## src/aes_pkg.sv

```systemverilog
package aes_pkg;

	typedef logic [127:0] block_t;
	typedef logic [255:0] key_t;
	typedef logic [127:0] round_key_t;
	typedef logic [3:0]   round_no_t;

	typedef enum logic [1:0] {
		op_key,
		op_encrypt,
		op_decrypt
	} aes_op_e;

	typedef struct packed {
		logic    valid;
		aes_op_e op;
		logic    aes256;
	} aes_cmd_t;

	localparam round_no_t nr_128 = 4'd10;
	localparam round_no_t nr_256 = 4'd14;

	function automatic logic [7:0] xtime(logic [7:0] b);
		return {b[6:0], 1'b0} ^ (b[7] ? 8'h1b : 8'h00);
	endfunction

	function automatic logic [7:0] gf_mul(logic [7:0] a, logic [7:0] b);
		logic [7:0] p;
		logic [7:0] aa;
		p = 8'h00;
		aa = a;
		for (int i = 0; i < 8; i++) begin
			if (b[i])
				p = p ^ aa;
			aa = xtime(aa);
		end
		return p;
	endfunction

	// a^254 by square and multiply, zero maps to zero
	function automatic logic [7:0] gf_inv(logic [7:0] a);
		logic [7:0] p;
		logic [7:0] r;
		p = a;
		r = 8'h01;
		for (int i = 0; i < 7; i++) begin
			p = gf_mul(p, p);
			r = gf_mul(r, p);
		end
		return r;
	endfunction

	function automatic logic [7:0] rotl(logic [7:0] b, int n);
		return (b << n) | (b >> (8 - n));
	endfunction

	function automatic logic [7:0] sub_byte(logic [7:0] b);
		logic [7:0] v;
		v = gf_inv(b);
		return v ^ rotl(v, 1) ^ rotl(v, 2) ^ rotl(v, 3) ^ rotl(v, 4) ^ 8'h63;
	endfunction

	// undo the affine map first, then invert
	function automatic logic [7:0] inv_sub_byte(logic [7:0] b);
		return gf_inv(rotl(b, 1) ^ rotl(b, 3) ^ rotl(b, 6) ^ 8'h05);
	endfunction

	function automatic logic [31:0] sub_word(logic [31:0] w);
		return {sub_byte(w[31:24]), sub_byte(w[23:16]), sub_byte(w[15:8]), sub_byte(w[7:0])};
	endfunction

	function automatic logic [31:0] mix_column(logic [31:0] c);
		logic [7:0] a0, a1, a2, a3;
		a0 = c[31:24];
		a1 = c[23:16];
		a2 = c[15:8];
		a3 = c[7:0];
		return {xtime(a0) ^ xtime(a1) ^ a1 ^ a2 ^ a3,
			a0 ^ xtime(a1) ^ xtime(a2) ^ a2 ^ a3,
			a0 ^ a1 ^ xtime(a2) ^ xtime(a3) ^ a3,
			xtime(a0) ^ a0 ^ a1 ^ a2 ^ xtime(a3)};
	endfunction

	function automatic logic [31:0] inv_mix_column(logic [31:0] c);
		logic [7:0] a0, a1, a2, a3;
		a0 = c[31:24];
		a1 = c[23:16];
		a2 = c[15:8];
		a3 = c[7:0];
		return {gf_mul(a0, 8'h0e) ^ gf_mul(a1, 8'h0b) ^ gf_mul(a2, 8'h0d) ^ gf_mul(a3, 8'h09),
			gf_mul(a0, 8'h09) ^ gf_mul(a1, 8'h0e) ^ gf_mul(a2, 8'h0b) ^ gf_mul(a3, 8'h0d),
			gf_mul(a0, 8'h0d) ^ gf_mul(a1, 8'h09) ^ gf_mul(a2, 8'h0e) ^ gf_mul(a3, 8'h0b),
			gf_mul(a0, 8'h0b) ^ gf_mul(a1, 8'h0d) ^ gf_mul(a2, 8'h09) ^ gf_mul(a3, 8'h0e)};
	endfunction

	// byte r + 4c sits at bits 127-8(r+4c) down, column-major as in FIPS-197
	function automatic block_t shift_rows(block_t s);
		block_t o;
		for (int c = 0; c < 4; c++)
			for (int r = 0; r < 4; r++)
				o[127 - 8 * (r + 4 * c) -: 8] = s[127 - 8 * (r + 4 * ((c + r) % 4)) -: 8];
		return o;
	endfunction

	function automatic block_t inv_shift_rows(block_t s);
		block_t o;
		for (int c = 0; c < 4; c++)
			for (int r = 0; r < 4; r++)
				o[127 - 8 * (r + 4 * ((c + r) % 4)) -: 8] = s[127 - 8 * (r + 4 * c) -: 8];
		return o;
	endfunction

	function automatic block_t sub_bytes(block_t s);
		block_t o;
		for (int i = 0; i < 16; i++)
			o[8 * i +: 8] = sub_byte(s[8 * i +: 8]);
		return o;
	endfunction

	function automatic block_t inv_sub_bytes(block_t s);
		block_t o;
		for (int i = 0; i < 16; i++)
			o[8 * i +: 8] = inv_sub_byte(s[8 * i +: 8]);
		return o;
	endfunction

	function automatic block_t mix_columns(block_t s);
		block_t o;
		for (int c = 0; c < 4; c++)
			o[32 * c +: 32] = mix_column(s[32 * c +: 32]);
		return o;
	endfunction

	function automatic block_t inv_mix_columns(block_t s);
		block_t o;
		for (int c = 0; c < 4; c++)
			o[32 * c +: 32] = inv_mix_column(s[32 * c +: 32]);
		return o;
	endfunction

endpackage

```

## src/key_ram.sv

```systemverilog
module key_ram (
	input  logic                   clk,
	input  logic                   w_e,
	input  aes_pkg::round_no_t     w_addr,
	input  aes_pkg::round_key_t    w_data,
	input  aes_pkg::round_no_t     r_addr,
	output aes_pkg::round_key_t    r_data
);
	import aes_pkg::*;

	round_key_t mem [16];

	always_ff @(posedge clk) begin
		if (w_e)
			mem[w_addr] <= w_data;
	end

	// read is combinational so a cipher unit gets its key in the same cycle
	assign r_data = mem[r_addr];

endmodule

```

## config.mk

```make
export PLATFORM = sky130hd
export DESIGN_NAME = key_ram
export DESIGN_NICKNAME = d
export VERILOG_FILES = /design/src/aes_pkg.sv /design/src/key_ram.sv
export SDC_FILE = /design/constraint.sdc
export NUM_CORES = 1
export LEC_CHECK = 0
export BUFFER_PORTS_ARGS = -buffer_cell sky130_fd_sc_hd__buf_2
export CAP_MARGIN = 20
export CORE_ASPECT_RATIO = 1.1
export CORE_MARGIN = 1.5
export CORE_UTILIZATION = 33
export DETAILED_ROUTE_END_ITERATION = 6
export HOLD_SLACK_MARGIN = 0.05
export SLEW_MARGIN = 25
export SYNTH_ARGS = -nofsm -noshare
export SYNTH_HDL_FRONTEND = slang
export SYNTH_SLANG_ARGS = --single-unit
export TNS_END_PERCENT = 100
```

## constraint.sdc

```tcl
create_clock -name clk -period 19.1 [get_ports clk]
set_input_delay 1.91 -clock clk [delete_from_list [all_inputs] [get_ports clk]]
set_output_delay 1.91 -clock clk [all_outputs]
set_load 0.005 [all_outputs]
```

After elaboration in Yosys (flattened, before gate mapping)
Memories as Yosys holds them, arrays and structs flattened.
Cells that the tools add are included.
{"block": "totals", "ramBits": 2048, "input_bits": 138, "register_bits": 0, "elab_cells": 3, "mem_count": 1}
{"name": "mem", "depth": 16, "width": 128, "rd": 1, "rd_ports_with_merged_regs": 0, "wr": 1, "line_no": "key_ram.sv:11", "rtl": "round_key_t mem [16];"}
{"block": "classes", "muxes": 2}
{"operator": "$mux W1", "n": 2}

Depth between registers and ports, before layout
Gate-level depths: netlist of run 1.
{"block": "depth", "depth_word": 2, "ltp_mapped": 7}

Worst setup path after synthesis of run 1
No wires, ideal clock.
{"block": "synth_timing", "path_kind": "in2reg", "from": "in w_addr[2]", "to": "mem mem[0][0] in the netlist's numbering (enable)", "cell_stages": 2, "t_required_ns": 18.326, "path_buffers": 0, "setup_time_ns": 0.774, "setup_slack_ns": 7.263, "t_arrival_ns": 11.063, "path_cell_list": "or3b_2 > nor3_1"}
{"item": "start: declaration", "line_no": "key_ram.sv:4", "rtl": "input aes_pkg::round_no_t w_addr,"}
{"item": "end: declaration", "line_no": "key_ram.sv:11"}
Straight into the memory's write port.

Final worst setup path of run 1
{"block": "layout_timing", "from": "in r_addr[0]", "to": "out r_data[48]"}
{"block": "layout_between", "elab_chain_cells": 1}
{"item": "start: declaration", "line_no": "key_ram.sv:6", "rtl": "input aes_pkg::round_no_t r_addr,"}
{"item": "$mem_v2 Z16 W128"}
{"item": "end: declaration", "line_no": "key_ram.sv:7", "rtl": "output aes_pkg::round_key_t r_data"}
No other way between the ends.

==> results.cfg, run 1 <==
[status]
status = complete, no violations

[floorplanning]
initial_core_util_pct = 33.2
pin_count = 266
die_area_um2 = 236000
fp.dieH_um = 509
chipWidth_um = 463
rows = 185
fp.coreArea_um2 = 231000

[global_routing]
grt_overflow_total = 0
antenna_found_initial = 52
grt_pass1_wl_um = 274000
grtUsageTotal_pct = 16.2
grt_max_degree = 131
grt_pass1_vias = 37300

[finish]
largest_register_ffs = 2048
fillers = 20600
drive_gt1_share_pct = 31.3
stdcell_count = 6862
multi_input_comb_area_um2 = 14700
nets = 3734
layout_commonest_cell = edfxtp_1
layout_common_cells = 2048 x edfxtp_1, 477 x mux4_2, 261 x buf_2, 215 x a22oi_1, 205 x clkbuf_16
reg_top3 = mem: 2048 flops
final_area_um2 = 88600
regArea_um2 = 61500
top_register = mem
syn_to_final_growth_pct = 15.2

[detailed_routing]
via_per_inst = 5.18
drt-wirelength-per-cell_um = 28.1
first_pass_iters = 5
drc = 0
ant_nets = 0
drt_iter0_drc = 3396
vias = 35600
routed_wl_um = 193000

[clock_network]
cts_resized = 0
cts.htree.levels = 4
clk_pin_slew_ns = 0.06
cts_root_buf = clkbuf_16
clock-sinks = 2048
cts_tree = built
clockBufferDepth = 3
cts_buffers = 204
postCtsSetupRepairBufs = 0
hold_buffers = 0

[logic_synthesis]
yosys.area.top_type = edfxtp_1
yosys_warnings = 0
synth.distinct_cells = 24
synth_area_leaders = edfxtp_1 80%, mux4_2 14%, a22oi_1 2.1%
syn_nets = 3367
synthCells = 3229
ys_seq_area_share_pct = 80.0
synth_top_cell_area_share_pct = 80.0
synth-seq-cells = 2048
avgSynthCellArea_um2 = 23.8
synth_area_um2 = 76900

[pwr]
p_leak_uw = 0.0276
power.density_nw_per_um2 = 106
peakVddDrop_v = 0.0000723

[placement]
dpl.hpwl_um = 94700
pre_cts_slack_ns = 10.74
io_buffers = 265
finalWeightedCongestion = 0.694
placed_cells = 6474
placedInstanceArea_um2 = 82100

[setup_path]
crit_path_end_kind = output port
cp_max_fo = 95
arrival_ns = 5.83
path_class = primary input to output port
worstPathRequired_ns = 17.19
start_kind = primary input

[timing]
whs_ns = 1.43
maxClockFrequency_mhz = 129
final.min_clock_period_ns = 7.74
final-hold-violation-count = 0
maxSlewViolCount = 0
rsz0062_at_grt = no
maxSlewHeadroom_pct = 26.3
finalSetupViolCount = 0
tightestPinTransition_ns = 1.11
fin_crit_sh_pct = 40.5
fin_tns_setup_ns = 0
fin_ws_ns = 11.36

[min_path]
worst_hold_path.endpoint = mem[2][94]
holdCritStartpoint = w_data[94]
min_path_cells = 1
hp-class = primary input to flop

[flow_run]
maxCapViolCount = 0
==> worst max path at each step <==
stage / depth (start not counted) / to / startpoint / slack (ns)
after floorplan: 2 / mem[0][0] / w_addr[2] / 7.26
after global placement: 8 / r_data[57] / r_addr[0] / 10.79
after detailed placement: 8 / r_data[57] / r_addr[0] / 10.74
after CTS: 8 / r_data[57] / r_addr[0] / 10.73
after global routing: 8 / r_data[57] / r_addr[0] / 10.96
final: 9 / r_data[48] / r_addr[0] / 11.36
==> cell families (layout without fill, tap and decap cells) <==
kind of cell	count (synthesis)	after routing	synth area share (%)
mux	565	565	15.2
simple gates	167	167	0.999
compound gates	273	273	2.68
other cells	0	13	0
flops	2048	2048	80.0
buf+inv	176	711	1.11
==> power breakdown <==
group          internal, uW  switching, uW
clock                  2150           1680
combinational           186            292
sequential             5040           18.0
==> cells in the mapped netlist <==
cell type	count
buf_2	88
nand2_1	95
nand3b_1	2
nand3_1	1
nor2_1	15
a221oi_1	12
o221ai_1	23
and2_1	3
o22a_1	6
or2_2	1
buf_1	8
nor2b_1	29
mux2i_1	24
edfxtp_1	2048
a22oi_1	215
buf_4	10
clkbuf_1	64
mux2_2	64
nor3_1	4
o21ai_0	17
nand2b_1	16
buf_6	6
mux4_2	477
or3b_2	1
==> stage by stage <==
stage          utilization, %  power [uW]
2_1_floorplan               -        5420
3_3_place_gp             35.5        5630
3_5_place_dp             35.5        5650
4_1_cts                  38.3        9480
5_1_grt                  38.3        9690
6_report                 38.3        9370
==> area by class of cell <==
class | instances | area share (%)
clock inverters | 119 | 1.22
diodes | 13 | 0.0367
flip-flops and latches | 2048 | 69.4
well taps | 3085 | 4.36
multi-input cells | 1005 | 16.6
clock buffers | 255 | 6.00
repair buffers | 337 | 2.40
==> worst max-delay path, cell delays in order <==
cell	delay [ns]
buf_8	0.54
buf_12	0.64
buf_4	0.71
buf_4	0.47
buf_16	0.30
mux4_2	0.53
a22oi_1	0.22
nand2_1	0.15
buf_2	0.15
==> per-layer routing <==
layer  track usage, %  wire length (um)  up-vias
met5                0               185        -
met4             4.77              4790       32
met3             3.56             12700      332
met2             26.6             93800     1117
met1             21.5             81100    19400
li1                 -                 -    14700
No activity file was read; power rests on OpenSTA's default activity.
==> run 2: changes to the inputs <==
==> constraint.sdc (replaced) <==
create_clock -name clk -period 7.1 [get_ports clk]
set_input_delay 0.71 -clock clk [delete_from_list [all_inputs] [get_ports clk]]
set_output_delay 0.71 -clock clk [all_outputs]
set_load 0.005 [all_outputs]
==> run 2 against run 1 <==
  * Design area grew 0.20%
  * First-iteration DRC count grew 2.0%
  * Via count is essentially flat
  * Global-route usage shrank 0.16 points
  * Clock power grew to 2.7 times the previous value
  * Combinational power grew to 2.7 times the previous value
  * Sequential share of layout area shrank 0.14 points
  * Critical path type unchanged
  * Largest power group unchanged
  * Highest routed layer unchanged
==> results.cfg, run 2 (synthesized netlist as in run 1, its figures left out) <==
[clock_network]
cts_root_buf = clkbuf_16
cts_buffers = 206
cts_resized = 0
cts.htree.levels = 4
hold_buffers = 0
clk_pin_slew_ns = 0.06
cts_tree = built
clock-sinks = 2048
clockBufferDepth = 3
postCtsSetupRepairBufs = 0

[pwr]
power.density_nw_per_um2 = 285
p_leak_uw = 0.0277
peakVddDrop_v = 0.000229

[setup_path]
worstPathRequired_ns = 6.39
slowest_delay_ns = 0.67
arrival_ns = 3.63
cp_max_fo = 71
crit_family = buffers and inverters
crit_path_end_kind = output port
path_buf_inv = 3
start_kind = primary input
path_class = primary input to output port
slowest_stage = buf_4
crit_chain = buf_6, buf_4, or2_2, o221ai_1, o21ai_0, buf_2

[floorplanning]
chipWidth_um = 463
die_area_um2 = 236000
fp.coreArea_um2 = 231000
fp.dieH_um = 509
initial_core_util_pct = 33.2
pin_count = 266
rows = 185

[min_path]
hp-class = primary input to flop
min_path_cells = 1
worst_hold_path.endpoint = mem[10][11]
holdCritStartpoint = w_data[11]

[finish]
layout_common_cells = 2048 x edfxtp_1, 477 x mux4_2, 261 x buf_2, 215 x a22oi_1, 207 x clkbuf_16
nets = 3732
drive_gt1_share_pct = 31.4
layout_commonest_cell = edfxtp_1
syn_to_final_growth_pct = 15.5
reg_top3 = mem: 2048 flops
largest_register_ffs = 2048
utilization_pct = 38.4
top_register = mem
stdcell_count = 6869

[timing]
rsz0062_at_grt = no
final-hold-violation-count = 0
maxSlewViolCount = 0
whs_ns = 0.220
maxSlewHeadroom_pct = 23.2
tightestPinTransition_ns = 1.15
final.min_clock_period_ns = 4.34
fin_crit_sh_pct = 61.1
maxClockFrequency_mhz = 231
fin_tns_setup_ns = 0
finalSetupViolCount = 0

[detailed_routing]
drc = 0
routed_wl_um = 190000
drt_iter0_drc = 3463
vias = 35600
ant_nets = 0
drt-wirelength-per-cell_um = 27.7
first_pass_iters = 6
via_per_inst = 5.18

[global_routing]
grtUsageTotal_pct = 16.0
grt_max_degree = 123
grt_pass1_wl_um = 271000
grt_overflow_total = 0
antenna_found_initial = 57
grt_pass1_vias = 37400

[placement]
io_buffers = 265
finalWeightedCongestion = 0.700
dpl.hpwl_um = 94000
placed_cells = 6471

[status]
status = complete, no violations

[flow_run]
maxCapViolCount = 0
[run 2: changes by cell type in the layout (fill, tap and decap cells not counted), sizes merged]
cell and change:
clkinvlp +1, bufinv -1, inv -2, clkinv +8
diode +4, clkbuf +1, buf -4
[run 2: where the power goes]
group | total, uW | leakage (uW) | internal (uW) | switching (uW)
clock network | 10400 | 0.00315 | 5820 | 4600
logic | 1300 | 0.00602 | 503 | 793
registers | 13600 | 0.0185 | 13600 | 47.8
total | 25300 | 0.0277 | 19900 | 5440
[run 2: how the worst max path moves through the flow]
stage | startpoint | endpoint | depth (start not counted)
after floorplan | w_addr[2] | mem[1][0] | 2
after global placement | r_addr[1] | r_data[2] | 6
after detailed placement | r_addr[1] | r_data[2] | 6
after CTS | r_addr[1] | r_data[2] | 6
after global routing | r_addr[2] | r_data[2] | 6
final | r_addr[2] | r_data[2] | 6
[run 2: metrics by stage]
step | total power (uW) | setup slack (ns) | area (um2)
floorplan | 14600 | -0.0768 | 76900
global placement | 15200 | 2.62 | 82200
detailed placement | 15200 | 2.64 | 82200
CTS | 25600 | 2.62 | 88700
global route | 26200 | 2.52 | 88700
finish | 25300 | 2.76 | 88800
[run 2: area by class of cell]
class,count,area (um2)
well taps,3085,3860
clock inverters,125,1140
clock buffers,256,5360
multi-input cells,1005,14700
flip-flops and latches,2048,61500
fillers,20600,142000
diodes,17,42.5
repair buffers,333,2160
[run 2: metal layers]
| layer | routed length (um) | global-route usage, % | up-vias | part of all wire [%] |
|---|---|---|---|---|
| li1 | - | - | 14700 | - |
| met1 | 80500 | 21.5 | 19500 | 42 |
| met2 | 93300 | 26.2 | 1075 | 49 |
| met3 | 11600 | 3.38 | 315 | 6.1 |
| met4 | 4990 | 4.73 | 26 | 2.6 |
| met5 | 140 | 0 | - | 0.073 |
